File: src/source/kernel_mac_pkg.sv
package kernel_mac_pkg;

  ////////////////////
  // Sizes
  ////////////////////

  // Taps held by each cyclic buffer.
  localparam int buf_depth = 8;

  // Taps carried by one wide write word.
  localparam int write_ratio = 4;

  // Wide words needed to fill one buffer.
  localparam int write_depth = buf_depth / write_ratio;

  // Output pipeline stages behind tap 0.
  localparam int read_latency = 2;

  // Accumulator and sum width, wraps on overflow.
  localparam int acc_width = 24;

  ////////////////////
  // Types
  ////////////////////

  typedef logic signed [7:0] weight_t;
  typedef logic [7:0] pixel_t;
  typedef logic signed [acc_width-1:0] acc_t;

  typedef logic [$clog2(buf_depth)-1:0] r_addr_t;
  typedef logic [$clog2(write_depth)-1:0] w_addr_t;

  // Terms per group, zero counts as one.
  typedef logic [7:0] term_count_t;

endpackage

File: src/source/cyclic_shift_reg.sv
module cyclic_shift_reg
  import kernel_mac_pkg::*;
#(
  parameter type tap_t = logic [7:0]
) (
  input  logic                     clk,
  input  logic                     clken,
  input  logic                     rst_n,
  input  logic                     w_en,
  input  logic                     r_en,
  input  tap_t [write_ratio-1:0]   w_data,
  input  w_addr_t                  w_addr_max,
  input  r_addr_t                  r_addr_max,
  output tap_t                     tap
);

  // Tap storage and its next-state values.
  tap_t taps      [buf_depth];
  tap_t rot_src   [buf_depth];
  tap_t next_taps [buf_depth];

  // Output pipeline, stage 0 sits directly behind tap 0.
  tap_t pipe [read_latency];

  logic [buf_depth-1:0] w_sel;
  logic [buf_depth-1:0] tap_load;

  w_addr_t w_addr;
  w_addr_t w_addr_next;

  logic rd;

  assign rd = clken && r_en;

  ////////////////////
  // Write address
  ////////////////////

  // The wide-word slot advances after each write and wraps after w_addr_max.
  assign w_addr_next = (w_addr == w_addr_max) ? '0 : w_addr + 1'b1;

  always_ff @(posedge clk or negedge rst_n) begin
    if (!rst_n) begin
      w_addr <= '0;
    end else if (clken && w_en) begin
      w_addr <= w_addr_next;
    end
  end

  ////////////////////
  // Tap selection
  ////////////////////

  always_comb begin
    for (int i = 0; i < buf_depth; i++) begin
      // Taps covered by the current wide slot take the incoming word.
      w_sel[i] = w_en && (w_addr == w_addr_t'(i / write_ratio));

      // The last tap of the rotation closes the loop back to tap 0.
      if (r_addr_t'(i) == r_addr_max) begin
        rot_src[i] = taps[0];
      end else begin
        rot_src[i] = taps[(i + 1) % buf_depth];
      end

      // A write wins over the shift, but only on the written taps.
      next_taps[i] = w_sel[i] ? w_data[i % write_ratio] : rot_src[i];

      tap_load[i] = clken && (r_en || w_sel[i]);
    end
  end

  ////////////////////
  // Tap registers
  ////////////////////

  for (genvar g = 0; g < buf_depth; g++) begin : g_tap
    always_ff @(posedge clk or negedge rst_n) begin
      if (!rst_n) begin
        taps[g] <= '0;
      end else if (tap_load[g]) begin
        taps[g] <= next_taps[g];
      end
    end
  end

  ////////////////////
  // Read pipeline
  ////////////////////

  // Stages move only on reads, so the output lags tap 0 by read_latency reads.
  always_ff @(posedge clk or negedge rst_n) begin
    if (!rst_n) begin
      for (int s = 0; s < read_latency; s++) begin
        pipe[s] <= '0;
      end
    end else if (rd) begin
      pipe[0] <= taps[0];
      for (int s = 1; s < read_latency; s++) begin
        pipe[s] <= pipe[s-1];
      end
    end
  end

  assign tap = pipe[read_latency-1];

endmodule

File: src/source/mac_accumulator.sv
module mac_accumulator
  import kernel_mac_pkg::*;
(
  input  logic        clk,
  input  logic        clken,
  input  logic        rst_n,
  input  logic        r_en,
  input  weight_t     weight_tap,
  input  pixel_t      pixel_tap,
  input  term_count_t term_count,
  output acc_t        sum,
  output logic        sum_valid
);

  acc_t        product;
  acc_t        total;
  acc_t        total_next;
  term_count_t count;
  term_count_t count_next;
  term_count_t group_len;
  logic        rd;
  logic        group_done;

  assign rd = clken && r_en;

  ////////////////////
  // Datapath
  ////////////////////

  // Pixels are unsigned, so they are zero-extended before the signed multiply.
  // The product is taken at accumulator width and wraps with the total.
  assign product = acc_t'(weight_tap) * acc_t'(pixel_tap);

  assign total_next = total + product;
  assign count_next = count + 1'b1;

  ////////////////////
  // Group tracking
  ////////////////////

  // A zero term count behaves like a group of one.
  assign group_len = (term_count == '0) ? term_count_t'(1) : term_count;

  // Greater-or-equal also closes a group if term_count shrinks mid-group.
  assign group_done = rd && (count_next >= group_len);

  always_ff @(posedge clk or negedge rst_n) begin
    if (!rst_n) begin
      total <= '0;
      count <= '0;
    end else if (rd) begin
      if (group_done) begin
        total <= '0;
        count <= '0;
      end else begin
        total <= total_next;
        count <= count_next;
      end
    end
  end

  ////////////////////
  // Result
  ////////////////////

  always_ff @(posedge clk or negedge rst_n) begin
    if (!rst_n) begin
      sum <= '0;
    end else if (group_done) begin
      sum <= total_next;
    end
  end

  // The pulse lasts one clock even if clken drops right after the last read.
  always_ff @(posedge clk or negedge rst_n) begin
    if (!rst_n) begin
      sum_valid <= 1'b0;
    end else begin
      sum_valid <= group_done;
    end
  end

endmodule

File: src/source/kernel_mac_top.sv
module kernel_mac_top
  import kernel_mac_pkg::*;
(
  input  logic                       clk,
  input  logic                       rst_n,
  input  logic                       clken,

  input  logic                       weight_w_en,
  input  weight_t [write_ratio-1:0]  weight_w_data,
  input  w_addr_t                    weight_w_addr_max,
  input  r_addr_t                    weight_r_addr_max,

  input  logic                       pixel_w_en,
  input  pixel_t [write_ratio-1:0]   pixel_w_data,
  input  w_addr_t                    pixel_w_addr_max,
  input  r_addr_t                    pixel_r_addr_max,

  input  logic                       r_en,
  input  term_count_t                term_count,

  output weight_t                    weight_tap,
  output pixel_t                     pixel_tap,
  output acc_t                       sum,
  output logic                       sum_valid
);

  ////////////////////
  // Tap buffers
  ////////////////////

  // Both buffers see the same r_en and clken, which keeps their taps in step.
  cyclic_shift_reg #(
    .tap_t      (weight_t)
  ) weight_buf (
    .clk        (clk),
    .clken      (clken),
    .rst_n      (rst_n),
    .w_en       (weight_w_en),
    .r_en       (r_en),
    .w_data     (weight_w_data),
    .w_addr_max (weight_w_addr_max),
    .r_addr_max (weight_r_addr_max),
    .tap        (weight_tap)
  );

  cyclic_shift_reg #(
    .tap_t      (pixel_t)
  ) pixel_buf (
    .clk        (clk),
    .clken      (clken),
    .rst_n      (rst_n),
    .w_en       (pixel_w_en),
    .r_en       (r_en),
    .w_data     (pixel_w_data),
    .w_addr_max (pixel_w_addr_max),
    .r_addr_max (pixel_r_addr_max),
    .tap        (pixel_tap)
  );

  ////////////////////
  // Dot product
  ////////////////////

  // The accumulator consumes the taps as they stand before each read edge.
  mac_accumulator mac (
    .clk        (clk),
    .clken      (clken),
    .rst_n      (rst_n),
    .r_en       (r_en),
    .weight_tap (weight_tap),
    .pixel_tap  (pixel_tap),
    .term_count (term_count),
    .sum        (sum),
    .sum_valid  (sum_valid)
  );

endmodule

File: config.mk
export PLATFORM = sky130hd
export DESIGN_NAME = kernel_mac_top
export DESIGN_NICKNAME = d
export VERILOG_FILES = /design/src/source/kernel_mac_pkg.sv /design/src/source/cyclic_shift_reg.sv /design/src/source/mac_accumulator.sv /design/src/source/kernel_mac_top.sv
export SDC_FILE = /design/constraint.sdc
export NUM_CORES = 1
export LEC_CHECK = 0
export ABC_AREA = 1
export BUFFER_PORTS_ARGS = -buffer_cell sky130_fd_sc_hd__buf_4
export CORE_UTILIZATION = 57
export CTS_BUF_LIST = sky130_fd_sc_hd__clkbuf_2 sky130_fd_sc_hd__clkbuf_4 sky130_fd_sc_hd__clkbuf_8
export CTS_CLUSTER_DIAMETER = 200
export DETAILED_ROUTE_END_ITERATION = 8
export PLACE_DENSITY = 0.77
export SKIP_LAST_GASP = 1
export SLEW_MARGIN = 20
export SYNTH_ARGS = -nofsm -noshare
export SYNTH_HDL_FRONTEND = slang
export SYNTH_SLANG_ARGS = --single-unit
File: constraint.sdc
create_clock -name clk -period 15.8 [get_ports clk]
set_clock_uncertainty 0.15 [all_clocks]
set_input_delay 2.37 -clock clk [delete_from_list [all_inputs] [get_ports clk]]
set_output_delay 2.37 -clock clk [all_outputs]
set_load 0.05 [all_outputs]
# After elaboration in Yosys (flattened, before gate mapping)
# Cells that the tools add are included.
# word_totals
ff_bits	219
output_inout_bits	41
word_cells	106
# op_classes
n_addsub	4
bitwise	2
n_lt_le_gt_ge	1
n_mul	1
mux	35
reduce_logical	21
eq_ne	16
# op_table
cell	n
8-bit 2-to-1 mux	32
24-bit adder	1
24-bit 2-to-1 mux	1
3-bit equality test, first input constant	6
8-bit by 9-bit multiplier with 17-bit output	1
2-bit by 3-bit equality test with 1-bit output, first input constant	4
1-bit logical AND	12
8-bit by 1-bit adder with 8-bit output, second input constant	1
8-bit >= comparator	1
8-bit zero test	1
1-bit by 3-bit equality test with 1-bit output, first input constant	2
3-bit zero test	2
1-bit logical OR	4
2-bit by 1-bit inequality test with 1-bit output, second input constant	2
2-bit AND reduction	2
1-bit adder, second input constant	2
1-bit equality test	2
1-bit 2-to-1 mux	2
1-bit NOT	2

# Depth between registers and ports, before layout
# logic_depth
ltp_word	5
mapped_depth	31

# Cells and area by module
# Synthesis repeated with hierarchy kept, for this count alone.
# unflattened
cells_unflattened	2117
area_unflattened_um2	15354.7
# modules_own_cells
mod	area_each_um2	n_inst	cells_per_inst
cyclic_shift_reg	4654.5	2	668
mac_accumulator	6045.8	1	781

# Worst setup path before layout
# Ideal clock, no wire load.
# synth_path
kind	register to register
start	register weight_buf.pipe, in the netlist weight_buf.tap[7]
end	register mac.total[23]
arrival_time_ps	5343
setup_ps	117
required_time_ps	15533
path_stages_with_launch	28
path_slack_ps	10190
cell_sequence	dfrtp_1 > clkinv_1 > or2_2 > fa_1 > fa_1 > inv_1 > fa_1 > inv_1 > fa_1 > inv_1 > ha_1 > nand2_1 > inv_1 > a21oi_1 > o21ai_0 > a21oi_1 > xor2_1 > inv_1 > ha_1 > nand2_1 > o21ai_0 > inv_1 > nand2_1 > nand2_1 > nand3_1 > nand3_1 > nand3_1 > nand2_1
# synth_between
elab_chain_cells	3
# synth_rtl
item	line	text
from (decl)	cyclic_shift_reg.sv:23	tap_t pipe [read_latency];
from (signal, indexed assignment)	cyclic_shift_reg.sv:100	pipe[s] <= pipe[s-1];
8-bit by 9-bit multiplier with 17-bit output	mac_accumulator.sv:32	assign product = acc_t'(weight_tap) * acc_t'(pixel_tap);
24-bit adder	mac_accumulator.sv:34	assign total_next = total + product;
24-bit 2-to-1 mux	mac_accumulator.sv:52	if (group_done) begin
to (signal assigned)	mac_accumulator.sv:56	total <= total_next;
to (decl)	mac_accumulator.sv:16	acc_t total;
# No other way between the ends.
# A chain may end at the register's enable or synchronous reset.

# Worst setup path after layout
# layout_path
start	register weight_buf.pipe, in the netlist weight_buf.tap[7]
end	register mac.sum[22]
# layout_between
elab_chain_cells	2
# layout_rtl
item	line	text
8-bit by 9-bit multiplier with 17-bit output	mac_accumulator.sv:32	
24-bit adder	mac_accumulator.sv:34	
to (signal assigned)	mac_accumulator.sv:70	sum <= total_next;
to (decl)	mac_accumulator.sv:11	output acc_t sum,
# No other way between the ends.

==> impl_metrics.xml <==
<?xml version="1.0" encoding="UTF-8"?>
<metrics>
  <group name="outcome">
    <metric name="outcome" unit="">finished, final reports clean</metric>
  </group>
  <group name="placement">
    <metric name="place_worst_setup_slack" unit="ns">9.63</metric>
    <metric name="numPortBuffers" unit="">126</metric>
    <metric name="dp_hpwl" unit="um">26000</metric>
    <metric name="placed_area" unit="um2">15300</metric>
    <metric name="gpl.final_weighted_congestion" unit="">0.923</metric>
  </group>
  <group name="floorplanning">
    <metric name="rows" unit="">57</metric>
    <metric name="placeableCoreArea" unit="um2">24600</metric>
    <metric name="design.portCount" unit="">127</metric>
    <metric name="die_y" unit="um">161</metric>
    <metric name="starting_utilization_of_the_core_area" unit="%">58.7</metric>
    <metric name="design.die.area" unit="um2">26000</metric>
    <metric name="chipWidth" unit="um">161</metric>
  </group>
  <group name="setup_path">
    <metric name="reg2reg_slack" unit="ns">9.59</metric>
    <metric name="worst-setup-path-type" unit="">flip-flop to flip-flop</metric>
    <metric name="timing.critical_path.fanout_max" unit="">10</metric>
    <metric name="r2r_end" unit="">mac.sum[22]</metric>
    <metric name="timing.rr.start" unit="">weight_buf.tap[7]</metric>
    <metric name="setup.worst_path.end" unit="">mac.sum[22]</metric>
    <metric name="worst_path_arrival_time" unit="ns">6.49</metric>
    <metric name="startpoint_type_of_the_worst_setup_path" unit="">flip-flop</metric>
    <metric name="timing.critical_path.required" unit="ns">16.08</metric>
    <metric name="timing.critical_path.from" unit="">weight_buf.tap[7]</metric>
    <metric name="critical_path.endpoint_type" unit="">flip-flop</metric>
    <metric name="ff2ff_path_depth" unit="">26</metric>
  </group>
  <group name="sta">
    <metric name="final_min_period_over_clock_period" unit="%">39.3</metric>
    <metric name="hold_slack" unit="ns">0.312</metric>
    <metric name="finalWorstPathRequiredPeriod" unit="ns">6.21</metric>
    <metric name="final-max-slew-violation-count" unit="">0</metric>
    <metric name="final.setup.worst_slack" unit="ns">9.59</metric>
    <metric name="max_freq" unit="MHz">161</metric>
    <metric name="report.final.hold_viol_count" unit="">0</metric>
    <metric name="worst_margin_pin_slew" unit="ns">1.12</metric>
    <metric name="totalNegativeSetupSlack" unit="ns">0</metric>
    <metric name="setup_viol" unit="">0</metric>
    <metric name="timing.max_slew.rel_slack" unit="%">25.2</metric>
    <metric name="rsz_0062_raised_after_global_routing" unit="">no</metric>
  </group>
  <group name="power">
    <metric name="worst_ir_drop_vdd" unit="uV">181</metric>
    <metric name="powerDensity" unit="nW/um2">195</metric>
    <metric name="static-leakage-power" unit="uW">0.00845</metric>
  </group>
  <group name="hold_path">
    <metric name="hold_class" unit="">flip-flop to flip-flop</metric>
  </group>
  <group name="yosys">
    <metric name="ys_ff_latch" unit="">219</metric>
    <metric name="synth_cell_types" unit="">42</metric>
    <metric name="yosys_warnings" unit="">0</metric>
    <metric name="yosysTopAreaCell" unit="">dfrtp_1</metric>
    <metric name="synth.avg_cell_area" unit="um2">7.69</metric>
    <metric name="netlist_area_before_placement" unit="um2">14500</metric>
    <metric name="netlist.area_leader.share" unit="%">37.9</metric>
    <metric name="synth_cells" unit="">1878</metric>
    <metric name="synth.yosys.seq_area_share" unit="%">37.9</metric>
    <metric name="syn_nets" unit="">2079</metric>
    <metric name="synth_top_cells_by_area" unit="">dfrtp_1 38%, nand2_1 15%, ha_1 6.7%, fa_1 5.3%, o21ai_0 5.2%</metric>
  </group>
  <group name="cells_and_area">
    <metric name="layout_common_cells" unit="">595 x nand2_1, 219 x dfrtp_1, 182 x inv_1</metric>
    <metric name="layout-drive-gt1-share" unit="%">12.1</metric>
    <metric name="antenna-diode-count" unit="">0</metric>
    <metric name="final_nets" unit="">2149</metric>
    <metric name="final_common_cell" unit="">nand2_1</metric>
    <metric name="post-route-util" unit="%">65.6</metric>
    <metric name="areaGrowthSynthToFinish" unit="%">11.7</metric>
    <metric name="fill_cells" unit="">2104</metric>
    <metric name="post-route-cell-area" unit="um2">16100</metric>
  </group>
  <group name="global_routing">
    <metric name="grt_util_all_layers" unit="%">29.6</metric>
    <metric name="first_global_vias" unit="">12700</metric>
    <metric name="grt_start_max_net_pins" unit="">93</metric>
    <metric name="grt-ovfl-total" unit="">0</metric>
    <metric name="antenna_found_initial" unit="">0</metric>
    <metric name="global_route_wire_length_before_repair" unit="um">62200</metric>
  </group>
  <group name="route">
    <metric name="drt_pre_antenna_iters" unit="">6</metric>
    <metric name="detail_route.wirelength" unit="um">37400</metric>
    <metric name="routed_via_density" unit="">5.62</metric>
    <metric name="detailroute.via_count" unit="">12900</metric>
    <metric name="iteration_0_drc_markers" unit="">964</metric>
    <metric name="antenna_left" unit="">0</metric>
    <metric name="route.detailed.wl_per_inst" unit="um">16.3</metric>
    <metric name="route.detailed.drc" unit="">0</metric>
  </group>
  <group name="clock_network">
    <metric name="number_of_buffers_inserted_during_clock_tree_synthesis" unit="">39</metric>
    <metric name="ctsResizeCount" unit="">0</metric>
    <metric name="post-cts-setup-buffers" unit="">0</metric>
    <metric name="ctsHoldBuffers" unit="">0</metric>
    <metric name="tritoncts" unit="">yes</metric>
    <metric name="worstSkewPairLatency" unit="ns">0.55</metric>
    <metric name="clkSlewWorstSetupHoldPaths" unit="ns">0.06</metric>
    <metric name="h_tree_levels" unit="">2</metric>
    <metric name="root_buffer" unit="">clkbuf_8</metric>
    <metric name="numClockSinks" unit="">219</metric>
    <metric name="clock_tree.buffer_depth" unit="">3</metric>
  </group>
  <group name="job">
    <metric name="maxCapViolations" unit="">0</metric>
  </group>
</metrics>
[Yosys cell counts, drive strengths merged]
library cell  number
a211oi            17
a21boi             1
a21o               6
a21oi             38
a31oi             81
a41o               1
buf               71
clkbuf            37
clkinv             1
dfrtp            219
fa                38
ha                77
inv              189
nand2            599
nand3             70
nand3b             4
nand4              8
nor2             137
nor3              11
nor4               3
o2111ai            1
o211ai            32
o21a              32
o21ai            165
o21bai             2
o22ai              4
or2                3
xnor2              8
xor2              23
[logic make-up (layout without fill, tap and decap cells)]
| kind of cell | after synthesis | in the layout | share of synthesized area, % |
|---|---|---|---|
| and+or+nand+nor | 835 | 835 | 23.3 |
| xor gates and xnor gates | 31 | 31 | 1.88 |
| buffers and inverters | 298 | 394 | 8.96 |
| DFF | 219 | 219 | 37.9 |
| AOI/OAI and AO/OA | 380 | 380 | 16.0 |
| adders and majority gates | 115 | 115 | 11.9 |
[sequential cells by signal, summed over array words and instances, names as in the netlist]
name                cells
pixel_buf.taps         56
weight_buf.taps        56
mac.sum                24
mac.total              24
mac.count               8
pixel_buf.pipe          8
pixel_buf.rot_src       8
pixel_buf.tap           8
weight_buf.pipe         8
weight_buf.rot_src      8
weight_buf.tap          8
mac.sum_valid           1
pixel_buf.w_addr        1
weight_buf.w_addr       1
[critical path, cell delays in order, from the launching register on]
cell and delay [ns]:
dfrtp_1 0.37, clkinv_1 0.24, or2_2 0.37, fa_1 0.51
fa_1 0.54, inv_1 0.05, fa_1 0.53, inv_1 0.05
fa_1 0.53, inv_1 0.04, ha_1 0.34, nand2_1 0.10
inv_1 0.05, a21oi_1 0.23, o21ai_0 0.18, a21oi_1 0.20
xor2_1 0.16, inv_1 0.07, ha_1 0.34, a21oi_1 0.24
o21ai_0 0.13, a21oi_1 0.13, nand2_1 0.17, nand2_1 0.12
nand3_1 0.09, nand3_1 0.10, nand2_1 0.06
[power by group]
group | internal [uW] | switching (uW)
clock | 315 | 241
sequential | 739 | 134
combinational | 593 | 1120
[per-stage QoR]
stage | std cells | power [uW]
3_3_place_gp | 2231 | 2550
6_report | 2298 | 3140
4_1_cts | 2298 | 3150
2_1_floorplan | 1878 | 2130
5_1_grt | 2298 | 3410
3_5_place_dp | 2231 | 2580
[how the worst min path moves through the flow]
stage,from,to,slack (ns),cells past startpoint
detailed placement,pixel_buf.pipe[14],pixel_buf.tap[6],0.31,2
floorplan,pixel_buf.pipe[8],pixel_buf.tap[0],0.29,2
global route,pixel_buf.pipe[13],pixel_buf.tap[5],0.34,2
global placement,pixel_buf.pipe[13],pixel_buf.tap[5],0.30,2
CTS,pixel_buf.pipe[10],pixel_buf.tap[2],0.31,2
finish,pixel_buf.pipe[10],pixel_buf.tap[2],0.31,2
[layer usage]
layer / global-route usage, % / vias to the layer above / wire length [um]
met4: 10.4 / 0 / 1090
li1: - / 6256 / -
met5: 0 / - / 0
met1: 38.8 / 6110 / 15800
met2: 50.6 / 463 / 18100
met3: 3.78 / 82 / 2380
[area by class of cell]
cell class / instances / area [um2] / area share, %
Inverter: 190 / 713 / 4.42
Timing Repair Buffer: 137 / 1040 / 6.44
Sequential cell: 219 / 5480 / 34.0
Clock buffer: 58 / 736 / 4.56
Tap cell: 324 / 405 / 2.51
Multi-Input combinational cell: 1361 / 7690 / 47.6
Clock inverter: 9 / 77.6 / 0.481
Note: power is estimated with default switching activity, not from simulation.
